===== config.mk =====
export PLATFORM = sky130hd
export DESIGN_NAME = uart_top
export DESIGN_NICKNAME = d
export VERILOG_FILES = /design/src/design/uart_pkg.sv /design/src/design/uart_fifo.sv /design/src/design/uart_fsm.sv /design/src/design/uart_bank.sv /design/src/design/uart_baud_timer.sv /design/src/design/uart_phy.sv /design/src/design/uart_top.sv
export VERILOG_INCLUDE_DIRS = /design/src /design/src/design
export SDC_FILE = /design/constraint.sdc
export NUM_CORES = 1
export LEC_CHECK = 0
export BUFFER_PORTS_ARGS = -buffer_cell sky130_fd_sc_hd__buf_2
export CORE_MARGIN = 10
export CORE_UTILIZATION = 60
export DETAILED_ROUTE_END_ITERATION = 10
export GPL_ROUTABILITY_DRIVEN = 0
export PLACE_DENSITY_LB_ADDON = 0.3
export SETUP_SLACK_MARGIN = 0.1
export SYNTH_ARGS = -nofsm -noshare
export SYNTH_HDL_FRONTEND = slang
export SYNTH_SLANG_ARGS = --single-unit

===== constraint.sdc =====
create_clock -name clock -period 3.6 [get_ports clock]
set_input_delay 0.54 -clock clock [delete_from_list [all_inputs] [get_ports clock]]
set_output_delay 0.54 -clock clock [all_outputs]
set_load 0.05 [all_outputs]

===== src/design/uart_params.svh =====
`ifndef UART_PARAMS_SVH
`define UART_PARAMS_SVH

// Data path widths
`define UART_DATA_W 8
`define UART_DIV_W 16
`define UART_ADDR_W 3

// Entries per FIFO
`define UART_FIFO_DEPTH 4

// Clock cycles per bit out of reset
`define UART_DIV_RESET 8

// Register map
`define UART_ADDR_TXDATA 0
`define UART_ADDR_RXDATA 1
`define UART_ADDR_STATUS 2
`define UART_ADDR_DIVISOR 3

`endif


===== src/design/uart_pkg.sv =====
`include "uart_params.svh"

package uart_pkg;

  // One byte of serial or bus data
  typedef logic [`UART_DATA_W-1:0] data_t;

  // Clock cycles per serial bit
  typedef logic [`UART_DIV_W-1:0] div_t;

  // Register address
  typedef logic [`UART_ADDR_W-1:0] addr_t;

  // Bus access states
  typedef enum logic [2:0] {
    IDLE   = 3'd0,
    READ   = 3'd1,
    WRITE  = 3'd2,
    END_OP = 3'd3,
    FINAL  = 3'd4
  } fsm_state_t;

  // Low nibble of the STATUS register
  typedef struct packed {
    logic tx_full;
    logic tx_empty;
    logic rx_empty;
    logic rx_overrun;
  } status_t;

endpackage


===== src/design/uart_fifo.sv =====
`timescale 1ns/1ps

module uart_fifo #(
  parameter int DEPTH = 4
) (
  input  logic            clock,
  input  logic            reset,
  input  logic            push,
  input  uart_pkg::data_t push_data,
  input  logic            pop,
  output uart_pkg::data_t pop_data,
  output logic            full,
  output logic            empty
);
  import uart_pkg::*;

  localparam int PTR_W = (DEPTH > 1) ? $clog2(DEPTH) : 1;
  localparam int CNT_W = $clog2(DEPTH + 1);

  data_t            mem [DEPTH];
  logic [PTR_W-1:0] wr_ptr;
  logic [PTR_W-1:0] rd_ptr;
  logic [CNT_W-1:0] count;
  logic             do_push;
  logic             do_pop;

  assign full    = (count == CNT_W'(DEPTH));
  assign empty   = (count == '0);
  assign do_push = push && !full;
  assign do_pop  = pop && !empty;

  always_ff @(posedge clock) begin
    if (do_push) mem[wr_ptr] <= push_data;
    if (do_pop) pop_data <= mem[rd_ptr];
  end

  always_ff @(posedge clock or posedge reset) begin
    if (reset) begin
      wr_ptr <= '0;
      rd_ptr <= '0;
      count  <= '0;
    end else begin
      if (do_push) wr_ptr <= (wr_ptr == PTR_W'(DEPTH - 1)) ? '0 : wr_ptr + 1'b1;
      if (do_pop) rd_ptr <= (rd_ptr == PTR_W'(DEPTH - 1)) ? '0 : rd_ptr + 1'b1;
      count <= count + CNT_W'(do_push) - CNT_W'(do_pop);
    end
  end

endmodule


===== src/design/uart_fsm.sv =====
`timescale 1ns/1ps
`include "uart_params.svh"

module uart_fsm (
  input  logic            clock,
  input  logic            reset,
  input  logic            rd_en,
  input  logic            wr_en,
  input  uart_pkg::addr_t addr,
  output logic            op,
  output logic            ack,
  output logic            bank_rd_en,
  output logic            bank_wr_en,
  output logic            rxdata_wr_en,
  output logic            tx_fifo_wr_en,
  output logic            rx_fifo_rd_en
);
  import uart_pkg::*;

  fsm_state_t present_state;
  fsm_state_t next_state;
  logic       rd_q;
  logic       wr_q;
  logic       read_active;
  logic       write_active;
  logic       end_rd;
  logic       end_wr;

  function automatic logic is_txdata(input addr_t a);
    return a == addr_t'(`UART_ADDR_TXDATA);
  endfunction

  function automatic logic is_rxdata(input addr_t a);
    return a == addr_t'(`UART_ADDR_RXDATA);
  endfunction

  // Data accesses take the extra END_OP step for the FIFO handoff
  function automatic fsm_state_t step(input fsm_state_t state, input logic rd,
                                      input logic wr, input addr_t a);
    fsm_state_t nxt;
    nxt = IDLE;
    case (state)
      IDLE: begin
        if (rd) nxt = READ;
        else if (wr) nxt = WRITE;
      end
      READ:    nxt = is_rxdata(a) ? END_OP : FINAL;
      WRITE:   nxt = is_txdata(a) ? END_OP : FINAL;
      END_OP:  nxt = FINAL;
      default: nxt = IDLE;
    endcase
    return nxt;
  endfunction

  // Strobes are captured first and seen by IDLE a cycle later
  always_ff @(posedge clock or posedge reset) begin
    if (reset) begin
      rd_q <= 1'b0;
      wr_q <= 1'b0;
    end else begin
      rd_q <= rd_en;
      wr_q <= wr_en;
    end
  end

  always_ff @(posedge clock or posedge reset) begin
    if (reset) present_state <= IDLE;
    else present_state <= next_state;
  end

  always_comb begin
    next_state = step(present_state, rd_q, wr_q, addr);
  end

  // Outputs follow the state being entered
  always_ff @(posedge clock or posedge reset) begin
    if (reset) begin
      op           <= 1'b0;
      ack          <= 1'b0;
      read_active  <= 1'b0;
      write_active <= 1'b0;
      end_rd       <= 1'b0;
      end_wr       <= 1'b0;
    end else begin
      op           <= (next_state == READ) || (next_state == WRITE) ||
                      (next_state == END_OP);
      ack          <= (next_state == FINAL);
      read_active  <= (next_state == READ);
      write_active <= (next_state == WRITE);
      end_rd       <= (next_state == END_OP) && read_active && is_rxdata(addr);
      end_wr       <= (next_state == END_OP) && write_active && is_txdata(addr);
    end
  end

  assign bank_rd_en    = read_active;
  assign bank_wr_en    = write_active;
  assign rxdata_wr_en  = end_rd;
  assign tx_fifo_wr_en = end_wr;
  assign rx_fifo_rd_en = read_active && is_rxdata(addr);

endmodule


===== src/design/uart_bank.sv =====
`timescale 1ns/1ps
`include "uart_params.svh"

module uart_bank (
  input  logic              clock,
  input  logic              reset,
  input  uart_pkg::addr_t   addr,
  input  uart_pkg::data_t   wdata,
  input  logic              bank_rd_en,
  input  logic              bank_wr_en,
  input  logic              rxdata_wr_en,
  input  uart_pkg::data_t   rx_fifo_data,
  input  uart_pkg::status_t status,
  input  logic              rx_drop,
  output uart_pkg::div_t    divisor,
  output uart_pkg::data_t   rdata
);
  import uart_pkg::*;

  data_t   rx_reg;
  logic    rx_overrun;
  logic    rx_was_empty;
  logic    status_rd_q;
  status_t status_word;

  assign status_word.tx_full    = status.tx_full;
  assign status_word.tx_empty   = status.tx_empty;
  assign status_word.rx_empty   = status.rx_empty;
  assign status_word.rx_overrun = rx_overrun;

  // Pop result lands a cycle after the read strobe
  always_ff @(posedge clock) begin
    if (rxdata_wr_en) rx_reg <= rx_was_empty ? '0 : rx_fifo_data;
  end

  always_ff @(posedge clock or posedge reset) begin
    if (reset) begin
      divisor      <= div_t'(`UART_DIV_RESET);
      rx_overrun   <= 1'b0;
      rx_was_empty <= 1'b1;
      status_rd_q  <= 1'b0;
    end else begin
      if (bank_wr_en && addr == addr_t'(`UART_ADDR_DIVISOR)) begin
        divisor <= div_t'(wdata);
      end
      // FIFO state at the moment of the pop
      if (bank_rd_en) rx_was_empty <= status.rx_empty;
      status_rd_q <= bank_rd_en && addr == addr_t'(`UART_ADDR_STATUS);
      // Cleared once the STATUS ack cycle is over, new drops win
      if (rx_drop) rx_overrun <= 1'b1;
      else if (status_rd_q) rx_overrun <= 1'b0;
    end
  end

  always_comb begin
    case (addr)
      addr_t'(`UART_ADDR_RXDATA):  rdata = rx_reg;
      addr_t'(`UART_ADDR_STATUS):  rdata = data_t'(status_word);
      addr_t'(`UART_ADDR_DIVISOR): rdata = divisor[`UART_DATA_W-1:0];
      default:                     rdata = '0;
    endcase
  end

endmodule


===== src/design/uart_baud_timer.sv =====
`timescale 1ns/1ps
`include "uart_params.svh"

module uart_baud_timer (
  input  logic           clock,
  input  logic           reset,
  input  uart_pkg::div_t divisor,
  input  logic           rx_start,
  output logic           tx_tick,
  output logic           rx_tick
);
  import uart_pkg::*;

  div_t tx_count;
  div_t rx_count;
  div_t half_period;

  assign half_period = divisor >> 1;
  assign tx_tick     = (tx_count == '0);
  assign rx_tick     = (rx_count == '0);

  always_ff @(posedge clock or posedge reset) begin
    if (reset) begin
      tx_count <= div_t'(`UART_DIV_RESET - 1);
      rx_count <= div_t'(`UART_DIV_RESET - 1);
    end else begin
      if (tx_tick) tx_count <= divisor - 1'b1;
      else tx_count <= tx_count - 1'b1;
      // Realign to mid-bit of the incoming start bit
      if (rx_start) rx_count <= (half_period == '0) ? '0 : half_period - 1'b1;
      else if (rx_tick) rx_count <= divisor - 1'b1;
      else rx_count <= rx_count - 1'b1;
    end
  end

endmodule


===== src/design/uart_phy.sv =====
`timescale 1ns/1ps
`include "uart_params.svh"

module uart_phy (
  input  logic            clock,
  input  logic            reset,
  input  logic            tx_tick,
  input  logic            rx_tick,
  input  logic            tx_empty,
  output logic            tx_pop,
  input  uart_pkg::data_t tx_data,
  output logic            txd,
  input  logic            rxd,
  output logic            rx_start,
  output logic            rx_push,
  output uart_pkg::data_t rx_data
);
  import uart_pkg::*;

  localparam logic [3:0] STOP_BIT  = 4'd8;
  localparam logic [3:0] FRAME_END = 4'd9;

  logic       tx_busy;
  logic       tx_load;
  logic [3:0] tx_count;
  data_t      tx_shift;
  logic       tx_frame_end;

  logic       rxd_meta;
  logic       rxd_sync;
  logic       rxd_prev;
  logic       rx_busy;
  logic [3:0] rx_count;

  // Next frame may start right as the stop bit ends
  assign tx_frame_end = tx_busy && (tx_count == FRAME_END);
  assign tx_pop       = tx_tick && !tx_empty && (!tx_busy || tx_frame_end);

  always_ff @(posedge clock) begin
    if (tx_load) tx_shift <= tx_data;
    else if (tx_tick && tx_busy && tx_count < STOP_BIT) tx_shift <= tx_shift >> 1;
  end

  always_ff @(posedge clock or posedge reset) begin
    if (reset) begin
      tx_busy  <= 1'b0;
      tx_load  <= 1'b0;
      tx_count <= '0;
      txd      <= 1'b1;
    end else begin
      tx_load <= tx_pop;
      if (tx_pop) begin
        // Start bit while the popped byte arrives
        tx_busy  <= 1'b1;
        tx_count <= '0;
        txd      <= 1'b0;
      end else if (tx_tick && tx_busy) begin
        if (tx_frame_end) begin
          tx_busy <= 1'b0;
        end else begin
          txd      <= (tx_count == STOP_BIT) ? 1'b1 : tx_shift[0];
          tx_count <= tx_count + 4'd1;
        end
      end
    end
  end

  always_ff @(posedge clock or posedge reset) begin
    if (reset) begin
      rxd_meta <= 1'b1;
      rxd_sync <= 1'b1;
      rxd_prev <= 1'b1;
    end else begin
      rxd_meta <= rxd;
      rxd_sync <= rxd_meta;
      rxd_prev <= rxd_sync;
    end
  end

  assign rx_start = !rx_busy && rxd_prev && !rxd_sync;

  // LSB first
  always_ff @(posedge clock) begin
    if (rx_tick && rx_busy && rx_count != '0 && rx_count != FRAME_END) begin
      rx_data <= {rxd_sync, rx_data[`UART_DATA_W-1:1]};
    end
  end

  always_ff @(posedge clock or posedge reset) begin
    if (reset) begin
      rx_busy  <= 1'b0;
      rx_count <= '0;
      rx_push  <= 1'b0;
    end else begin
      rx_push <= 1'b0;
      if (rx_start) begin
        rx_busy  <= 1'b1;
        rx_count <= '0;
      end else if (rx_tick && rx_busy) begin
        if (rx_count == '0 && rxd_sync) begin
          // line back high at mid start bit, glitch
          rx_busy <= 1'b0;
        end else if (rx_count == FRAME_END) begin
          rx_busy <= 1'b0;
          rx_push <= rxd_sync;
        end else begin
          rx_count <= rx_count + 4'd1;
        end
      end
    end
  end

endmodule


===== src/design/uart_top.sv =====
`timescale 1ns/1ps
`include "uart_params.svh"

module uart_top (
  input  logic            clock,
  input  logic            reset,
  input  logic            rd_en,
  input  logic            wr_en,
  input  uart_pkg::addr_t addr,
  input  uart_pkg::data_t wdata,
  output uart_pkg::data_t rdata,
  output logic            op,
  output logic            ack,
  output logic            txd,
  input  logic            rxd
);
  import uart_pkg::*;

  logic    bank_rd_en;
  logic    bank_wr_en;
  logic    rxdata_wr_en;
  logic    tx_fifo_wr_en;
  logic    rx_fifo_rd_en;
  logic    tx_pop;
  logic    tx_full;
  logic    tx_empty;
  logic    rx_full;
  logic    rx_empty;
  logic    rx_push;
  logic    rx_start;
  logic    rx_drop;
  logic    tx_tick;
  logic    rx_tick;
  data_t   tx_data;
  data_t   rx_data;
  data_t   rx_fifo_data;
  div_t    divisor;
  status_t fifo_status;

  // Overrun is tracked inside the bank
  assign fifo_status.tx_full    = tx_full;
  assign fifo_status.tx_empty   = tx_empty;
  assign fifo_status.rx_empty   = rx_empty;
  assign fifo_status.rx_overrun = 1'b0;
  assign rx_drop                = rx_push && rx_full;

  uart_fsm fsm (
    .clock, .reset, .rd_en, .wr_en, .addr, .op, .ack,
    .bank_rd_en, .bank_wr_en, .rxdata_wr_en, .tx_fifo_wr_en, .rx_fifo_rd_en
  );

  uart_bank bank (
    .clock, .reset, .addr, .wdata, .bank_rd_en, .bank_wr_en, .rxdata_wr_en,
    .rx_fifo_data, .status(fifo_status), .rx_drop, .divisor, .rdata
  );

  uart_fifo #(.DEPTH(`UART_FIFO_DEPTH)) tx_fifo (
    .clock, .reset, .push(tx_fifo_wr_en), .push_data(wdata),
    .pop(tx_pop), .pop_data(tx_data), .full(tx_full), .empty(tx_empty)
  );

  uart_fifo #(.DEPTH(`UART_FIFO_DEPTH)) rx_fifo (
    .clock, .reset, .push(rx_push), .push_data(rx_data),
    .pop(rx_fifo_rd_en), .pop_data(rx_fifo_data), .full(rx_full), .empty(rx_empty)
  );

  uart_baud_timer baud_timer (
    .clock, .reset, .divisor, .rx_start, .tx_tick, .rx_tick
  );

  uart_phy phy (
    .clock, .reset, .tx_tick, .rx_tick, .tx_empty, .tx_pop, .tx_data, .txd,
    .rxd, .rx_start, .rx_push, .rx_data
  );

endmodule


==> impl_results.md, run 1 <==
* Status: finished clean
* Clock Skew at 0.00844 ns
* TNS Setup at 0 ns
* Tcrit/Tclk final at 0.765
* CTS tree: done
* Total congestion overflow at 0
* Max Clk Rate at 0.363 GHz
* GRT Resource Usage Total at 0.169
* DRC Markers at 0
* First-pass GRT wire length at 24,900 um
* Synth area leaders: edfxtp_1 (38%), dfrtp_1 (22%), mux4_2 (4.3%)
* Die height at 138 um
* Syn_area_per_cell at 13.8 sq um
* Synthesized Nets at 646
* Largest net degree at the start of global routing at 49
* Final net count at 677
* Via density per instance at 5.81
* I/O pins at 27
* Sequential area share after synthesis at 0.631
* Post-synth EDFFs at 104
* Async SR Flop Fraction at 0.447
* Share of layout cells above drive strength 1 at 0.200
* Die W at 138 um
* Regs by FF count: rx_fifo.mem x32, tx_fifo.mem x32
* Post-Synth Adder-Cell Area at 0.0440
* Slew headroom at 0.405
* Mux share of post-synthesis cell area at 0.0910
* Setup Buffers After CTS at 0
* Post-CTS resize count at 0
* WL/cell at 18.4 um
* Crit Path Category: flop to flop
* Fin. max-slew vios at 0
* Crit start category: flop
* Clk buf depth at 2
* Post-synth top area share at 0.376
* Initial core utilization at 0.620
* Leakage power at 3.52 nW
* Synth Instances at 602
* Post-route ant nets at 0
* Post-layout power at 5.94 mW
* Final number of setup-violating endpoints at 0
* Hold Crit Class: input port to flop
* Via count at 4,767
* Root buf cell: clkbuf_16
* Post-Synth Simple-Gate Area at 0.106
* Initial antenna violation count at 0
* Worst endpoint required time at 3.91 ns
* Crit path DAT at 3.06 ns
* Worst-Margin Slew at 0.889 ns
* Port bufs at 26
* Post-synthesis instance area at 8300 sq um
* CTS clk-pin slew, worst paths at 0.06 ns
* Max FO, Critical Path at 6
* Post-synthesis xor/xnor area fraction at 0.0390
* Post-synth top cells: edfxtp_1 (104), dfrtp_1 (72), nor2_1 (37)
* Number of global-route vias before repair at 5,019
* # rows at 42
* TritonCTS Buffers at 17
* Combinational family with the most area after synthesis: simple AND/OR/NAND/NOR gates
* DRT Wirelength at 15,100 um
* Core Footprint at 13,400 sq um
* Register bit total from synthesis at 188
* Post-DP HPWL at 10,500 um
* Synth warnings at 0
* PwrDens at 645 nW/um^2
* DRT iter0 DRCs at 355
* Hold Fails Final Rpt at 0
* Post-synthesis compound-gate area fraction at 0.0635
* Most frequent cell after synthesis: edfxtp_1
* Worst setup EP type: flop
* Post-CTS Hold Buffers at 0
* Worst-Skew Late Latency at 0.43 ns
* Synth area leader: edfxtp_1
* Ant. Diodes at 0
* Max-cap violations at 0
* Top FF cell, synth: edfxtp_1
* Min Hold Slack at 0.214 ns
* Area Growth Syn to Fin at 10.9%
* Maximum resistive drop on vdd at 470 uV
* CTS Sinks at 188
* Final Critical Period at 2.75 ns
* Synth unique cells at 56
* CTS HTree Levels at 4
* First drt pass iteration count at 5
* RSZ-0062 raised after global routing: no
* Die ar. at 18,900 sq um
==> power by group <==
| part | internal, mW | leakage [nW] | switching, mW |
|---|---|---|---|
| registers | 2.52 | 1.93 | 0.321 |
| clock network | 1.08 | 0.273 | 0.757 |
| logic | 0.580 | 1.32 | 0.693 |
==> placed cells by master (no fill, tap or decap), types with 19 or more instances in the layout <==
cell        n
edfxtp_1  104
dfrtp_1    72
nor2_1     37
nand2_1    30
inv_1      29
mux2_2     28
ha_1       26
buf_2      26
xor2_1     21
nor3_1     19
==> layer usage <==
layer,vias to the layer above,part of all wire,GRT usage
li1,2249,-,-
met1,2369,0.41,0.194
met2,117,0.52,0.295
met3,32,0.040,0.0415
met4,0,0.026,0.0708
met5,-,0,0
==> final cells by class <==
type | count | area [sq um]
Clock buffer | 17 | 425
Timing Repair Buffer | 35 | 198
Sequential cell | 188 | 5240
Multi-Input combinational cell | 361 | 2860
Inverter | 30 | 114
Tap cell | 176 | 220
Clock inverter | 14 | 151
Fill cell | 897 | 4190
==> cell families (layout without fill, tap and decap cells) <==
kind of cell,count (synthesis),in the layout
multiplexers,52,52
adder cells (fa/ha/maj),28,28
AO/OA/AOI/OAI,78,78
XOR/XNOR,37,37
AND/OR/NAND/NOR,166,166
buffers and inverters,53,96
flip-flops,188,188
==> metrics by stage <==
step | utilization | cells | worst slack [ns] | cell area [sq um]
2_1_floorplan | - | 602 | 0.498 | 8300
3_3_place_gp | 0.644 | 790 | 0.924 | 8630
3_5_place_dp | 0.644 | 790 | 0.849 | 8630
4_1_cts | 0.687 | 821 | 0.827 | 9210
5_1_grt | 0.687 | 821 | 0.651 | 9210
6_report | 0.687 | 821 | 0.845 | 9210
==> path summary, 6_finish.rpt <==
path | from | end | slack [ns] | depth (start not counted)
setup / recovery | baud_timer.tx_count[4] | tx_fifo.count[2] | 0.85 | 9
hold / removal | rxd | phy.rxd_meta | 0.21 | 1
setup reg to reg | baud_timer.tx_count[4] | tx_fifo.count[2] | 0.85 | 9
hold reg to reg | phy.rxd_meta | phy.rxd_sync | 0.36 | 0
max in group asynchronous | reset | phy.txd | 2.50 | 3
min in group asynchronous | reset | phy.rx_busy | 0.26 | 2
==> worst max-delay path: stages, from the launching register on <==
cell,delay [ns]
dfrtp_1,0.41
or4_1,0.63
nor3_2,0.34
nand2_1,0.13
nor3_2,0.23
ha_1,0.16
inv_1,0.04
ha_1,0.19
fa_1,0.38
xnor2_1,0.13
No activity file was read; power rests on OpenSTA's default activity.
==> inputs of run 2 (changes only) <==
--- a/config.mk
+++ b/config.mk
@@ -8,7 +8,7 @@
 export LEC_CHECK = 0
 export BUFFER_PORTS_ARGS = -buffer_cell sky130_fd_sc_hd__buf_2
 export CORE_MARGIN = 10
-export CORE_UTILIZATION = 60
+export CORE_UTILIZATION = 56
 export DETAILED_ROUTE_END_ITERATION = 10
 export GPL_ROUTABILITY_DRIVEN = 0
 export PLACE_DENSITY_LB_ADDON = 0.3
==> constraint.sdc (replaced) <==
create_clock -name clock -period 2.3 [get_ports clock]
set_input_delay 0.345 -clock clock [delete_from_list [all_inputs] [get_ports clock]]
set_output_delay 0.345 -clock clock [all_outputs]
set_load 0.05 [all_outputs]
==> run 2 against run 1 <==
Effect of this change: the run now ends with setup timing left; clock power rose by 61%; non-clock buffer count rose by 38; count of clock-buffer cells in the layout did not move; sequential power rose by 54%; critical path depth fell by 1; critical path type unchanged; largest cell class unchanged.
==> impl_results.md, run 2 (synthesis gave the netlist of run 1 again) <==
* Status: finished with violations
* Failing checks: setup timing
* Max-cap violations at 0
* Crit-path leading delay family: simple AND/OR/NAND/NOR gates
* # rows at 44
* Post-DP HPWL at 10,800 um
* Design area at 9670 sq um
* Worst endpoint required time at 2.61 ns
* Hold Crit Class: input port to flop
* Slew headroom at 0.586
* Initial core utilization at 0.571
* Area Growth Syn to Fin at 16.5%
* Post-route ant nets at 0
* CTS HTree Levels at 4
* Final number of setup-violating endpoints at 3
* First drt pass iteration count at 5
* WL/cell at 17.9 um
* Multi-input logic area at 2980 sq um
* Final setup margin at -0.0593 ns
* Via count at 4,876
* Clk buf depth at 2
* CP bufs+invs at 1
* TritonCTS Buffers at 17
* Fin. max-slew vios at 0
* Largest net degree at the start of global routing at 43
* Tcrit/Tclk final at 1.03
* Regs by FF count: rx_fifo.mem x32, tx_fifo.mem x32
* Fillers at 990
* Core Footprint at 14,500 sq um
* Initial antenna violation count at 0
* CTS tree: done
* Post-layout power at 9.51 mW
* Worst-Margin Slew at 0.619 ns
* Critical Path Max Stage Delay at 0.55 ns
* Worst-Skew Late Latency at 0.45 ns
* Final Critical Period at 2.36 ns
* DRT Wirelength at 15,600 um
* First-pass GRT wire length at 25,900 um
* Ant. Diodes at 0
* Worst setup EP type: flop
* Share of layout cells above drive strength 1 at 0.269
* Critical path cell sequence: or4_4 > nor3_4 > nand2_2 > nor3_4 > ha_1 > inv_1 > ha_1 > fa_1
* PwrDens at 984 nW/um^2
* RSZ-0062 raised after global routing: yes
* Max Clk Rate at 0.424 GHz
* Port bufs at 26
* Number of global-route vias before repair at 5,200
* DRC Markers at 0
* Die height at 142 um
* Root buf cell: clkbuf_16
* CTS clk-pin slew, worst paths at 0.07 ns
* Max FO, Critical Path at 2
* Crit Path Category: flop to flop
* Clock Skew at 0.00870 ns
* Most common cell after layout, fill and taps aside: edfxtp_1
* GRT Resource Usage Total at 0.163
* CP max-delay cell: or4_4
* I/O pins at 27
* Total congestion overflow at 0
* Crit start category: flop
* Die ar. at 20,100 sq um
* Hold Fails Final Rpt at 0
* DRT iter0 DRCs at 325
* Crit path DAT at 2.67 ns
* Die W at 142 um
* Via density per instance at 5.62
* Maximum resistive drop on vdd at 733 uV
* Commonest cells after routing, fill and taps aside: edfxtp_1 (104), dfrtp_1 (72), buf_4 (41)
* TNS Setup at -0.114 ns
* Leakage power at 3.77 nW
* Final net count at 715
* Storage cell area at 5240 sq um
* Dpl cell area at 8930 sq um
* CTS Sinks at 188
## run 2: cell types whose count changed in the layout (fill, tap and decap cells not counted), moves of 3 or more
cell | before | now
buf_4 | 9 | 41
inv_8 | 0 | 7
nor2_1 | 37 | 34
clkinv_1 | 5 | 0
dlygate4sd3_1 | 0 | 4
## run 2: worst register-to-register path, cell delays in order (launching register included)
cell and delay, ns:
dfstp_2 0.37, or4_4 0.55, nor3_4 0.20, nand2_2 0.10, nor3_4 0.14, ha_1 0.25, inv_1 0.06, ha_1 0.15
fa_1 0.42
## run 2: metrics by stage
stage	util	setup slack [ns]	instances	hold WS (ns)
floorplan	-	-0.477	602	0.345
global placement	0.614	-0.0766	828	0.322
detailed placement	0.614	-0.154	828	0.327
CTS	0.661	-0.0707	867	0.00172
global route	0.665	-0.158	868	0.137
finish	0.665	-0.0593	868	0.135
## run 2: area by class of cell
cell class	instances	share of cell area
multi-input cells	361	0.308
flip-flops and latches	188	0.542
well taps	184	0.0238
repair buffers	73	0.0529
inverters	30	0.0120
clock inverters	15	0.0173
clock buffers	17	0.0440
## run 2: layer usage
metal,part of all wire,vias to the layer above,global-route usage,routed length [um]
li1,-,2331,-,-
met1,0.42,2452,0.187,6460
met2,0.54,73,0.288,8430
met3,0.027,20,0.0364,426
met4,0.016,0,0.0613,248
met5,0,-,0,0
## run 2: path summary, 6_finish.rpt
| kind | to | slack (ns) | from | cells past startpoint |
|---|---|---|---|---|
| setup / recovery | tx_fifo.count[1] | -0.06 | baud_timer.tx_count[2] | 8 |
| max in group asynchronous | baud_timer.tx_count[2] | 1.16 | reset | 4 |
| hold / removal | tx_fifo.mem[2][5] | 0.14 | wdata[5] | 1 |
| min in group asynchronous | baud_timer.rx_count[9] | 0.41 | reset | 3 |
| hold reg to reg | phy.rxd_sync | 0.36 | phy.rxd_meta | 0 |
| setup reg to reg | tx_fifo.count[1] | -0.06 | baud_timer.tx_count[2] | 8 |
## run 2: power by group
part           switching [mW]  total [mW]  leakage [nW]  internal [mW]
Combinational            1.17        2.20          1.55           1.03
Sequential              0.444        4.38          1.93           3.94
Clock                    1.38        2.94         0.288           1.55
## run 2: what timing repair did
| action | CTS | global route |
|---|---|---|
| buffers inserted | 4 | 1 |
| pin swaps | 6 | 2 |
| gates cloned | 0 | 0 |
| hold buffers | 3 | 1 |
| setup endpoints to repair | 4 | 25 |
| endpoints found under the hold margin | 11 | 1 |
| resized for setup | 5 | 9 |
==> inputs of run 3 (changes only) <==
--- a/config.mk
+++ b/config.mk
@@ -8,7 +8,8 @@
 export LEC_CHECK = 0
 export BUFFER_PORTS_ARGS = -buffer_cell sky130_fd_sc_hd__buf_2
 export CORE_MARGIN = 10
-export CORE_UTILIZATION = 56
+export CORE_UTILIZATION = 67
+export CTS_CLUSTER_SIZE = 40
 export DETAILED_ROUTE_END_ITERATION = 10
 export GPL_ROUTABILITY_DRIVEN = 0
 export PLACE_DENSITY_LB_ADDON = 0.3
==> constraint.sdc (replaced) <==
create_clock -name clock -period 2.88 [get_ports clock]
set_input_delay 0.432 -clock clock [delete_from_list [all_inputs] [get_ports clock]]
set_output_delay 0.432 -clock clock [all_outputs]
set_load 0.05 [all_outputs]
==> run 3 against run 2 <==
Effect of this change: the run now ends clean; clock skew is 0.00062 ns lower; total power is 19% lower; first-iteration DRC count is 72% higher; critical path depth is 1 higher; final cell count is 5.6% lower; global-route usage is 2.7 points higher; fmax is 12% lower; register-to-register slack better by 0.27 ns; non-clock buffer count is 33 lower; design area is 3.2% lower; largest cell class unchanged.
==> impl_results.md, run 3 (synthesis gave the netlist of run 1 again) <==
* Status: finished clean
* Post-route ant nets at 0
* Slew headroom at 0.506
* Max FO, Critical Path at 6
* Worst setup EP type: flop
* Area Growth Syn to Fin at 12.7%
* RSZ-0062 raised after global routing: no
* TNS Setup at 0 ns
* Max Clk Rate at 0.375 GHz
* Final Util at 0.776
* Die height at 131 um
* Final net count at 682
* Initial core utilization at 0.688
* Fin. max-slew vios at 0
* Worst-Skew Late Latency at 0.43 ns
* Reg-to-reg startpoint: baud_timer.tx_count[6]
* Clock Skew at 0.00808 ns
* TritonCTS Buffers at 17
* Core Footprint at 12,100 sq um
* Share of layout cells above drive strength 1 at 0.218
* Crit start category: flop
* Initial antenna violation count at 0
* First drt pass iteration count at 5
* CTS HTree Levels at 4
* Post-DP HPWL at 10,300 um
* Clk buf depth at 2
* Number of global-route vias before repair at 5,187
* Commonest cells after routing, fill and taps aside: edfxtp_1 (104), dfrtp_1 (72), nor2_1 (37)
* Largest net degree at the start of global routing at 47
* CP max-delay cell: or4_4
* R2r setup slk at 0.21 ns
* Die W at 131 um
* Critical path cell sequence: or4_4 > nor3_4 > nand2_2 > nor3_4 > ha_1 > inv_1 > ha_1 > fa_1 > xnor2_1
* DRT iter0 DRCs at 558
* Max-cap violations at 0
* Crit Path Category: flop to flop
* Port bufs at 26
* Post-CTS Hold Buffers at 0
* First-pass GRT wire length at 26,400 um
* Via count at 4,878
* Worst endpoint required time at 3.19 ns
* Worst setup path startpoint: baud_timer.tx_count[6]
* Die ar. at 17,200 sq um
* Critical Path Max Stage Delay at 0.59 ns
* Regs by FF count: rx_fifo.mem x32, tx_fifo.mem x32
* Root buf cell: clkbuf_16
* R2R depth at 9
* Maximum resistive drop on vdd at 545 uV
* DRT Wirelength at 16,000 um
* Final Non-Filler Cells at 819
* CP endpoint: tx_fifo.count[2]
* Most common cell after layout, fill and taps aside: edfxtp_1
* Placed Cells at 785
* I/O pins at 27
* DRC Markers at 0
* Crit path DAT at 2.98 ns
* Hold Fails Final Rpt at 0
* Tcrit/Tclk final at 0.926
* CTS tree: done
* Via density per instance at 5.96
* GRT Resource Usage Total at 0.190
* CTS Sinks at 188
* Worst-Margin Slew at 0.735 ns
* Critical R2R Capture: tx_fifo.count[2]
* # rows at 40
* PwrDens at 826 nW/um^2
* WL/cell at 19.5 um
* Final number of setup-violating endpoints at 0
* CTS clk-pin slew, worst paths at 0.07 ns
* Ant. Diodes at 0
* Leakage power at 3.62 nW
* Hold Crit Class: input port to async pin
* Total congestion overflow at 0
* Final Critical Period at 2.67 ns
[run 3: critical path, delay by kind of cell (launching register included)]
family                   cells  cell delay, ns
XOR/XNOR                     1            0.15
adder cells (fa/ha/maj)      3            0.77
buffers and inverters        1            0.04
flip-flops                   1            0.40
AND/OR/NAND/NOR              4            1.19
[run 3: timing repair]
action,in CTS,in global routing
setup endpoints to repair,0,2
resized for setup,0,1
setup buffers,0,2
[run 3: worst min path at each step]
stage	start	endpoint	slack (ns)	depth (start not counted)
6_report	reset	baud_timer.rx_count[9]	0.08	2
5_1_grt	rxd	phy.rxd_meta	0.08	1
4_1_cts	rxd	phy.rxd_meta	0.08	1
3_5_place_dp	phy.rxd_meta	phy.rxd_sync	0.35	0
3_3_place_gp	phy.rxd_meta	phy.rxd_sync	0.35	0
2_1_floorplan	phy.rxd_meta	phy.rxd_sync	0.35	0
[run 3: per-layer routing]
metal | vias up | wire (um) | GRT usage
li1 | 2265 | - | -
met4 | 0 | 513 | 0.0989
met2 | 139 | 8500 | 0.331
met3 | 46 | 567 | 0.0396
met1 | 2428 | 6390 | 0.214
met5 | - | 0 | 0
[run 3: layout make-up]
| type | instances | area, sq um |
|---|---|---|
| Multi-Input combinational cell | 361 | 2880 |
| Fill cell | 654 | 2710 |
| Inverter | 30 | 114 |
| Sequential cell | 188 | 5240 |
| Clock buffer | 17 | 425 |
| Tap cell | 168 | 210 |
| Clock inverter | 15 | 234 |
| Timing Repair Buffer | 40 | 248 |
[run 3: power by group]
group	internal (mW)	leakage, nW	switching, mW	total [mW]
Sequential	3.14	1.93	0.389	3.53
Combinational	0.736	1.37	0.882	1.62
Clock	1.56	0.319	1.02	2.58
Total	5.44	3.62	2.29	7.73
[run 3: through the flow]
step                      instance area [sq um]  hold WS [ns]  total power, mW  worst slack, ns
final                                      9350        0.0783             7.73            0.213
after global routing                       9350        0.0843             8.07            0.108
after global placement                     8680         0.347             5.08            0.322
after CTS                                  9340        0.0830             7.75            0.142
after detailed placement                   8680         0.348             5.15            0.241
after floorplan                            8320         0.345             4.70            0.103
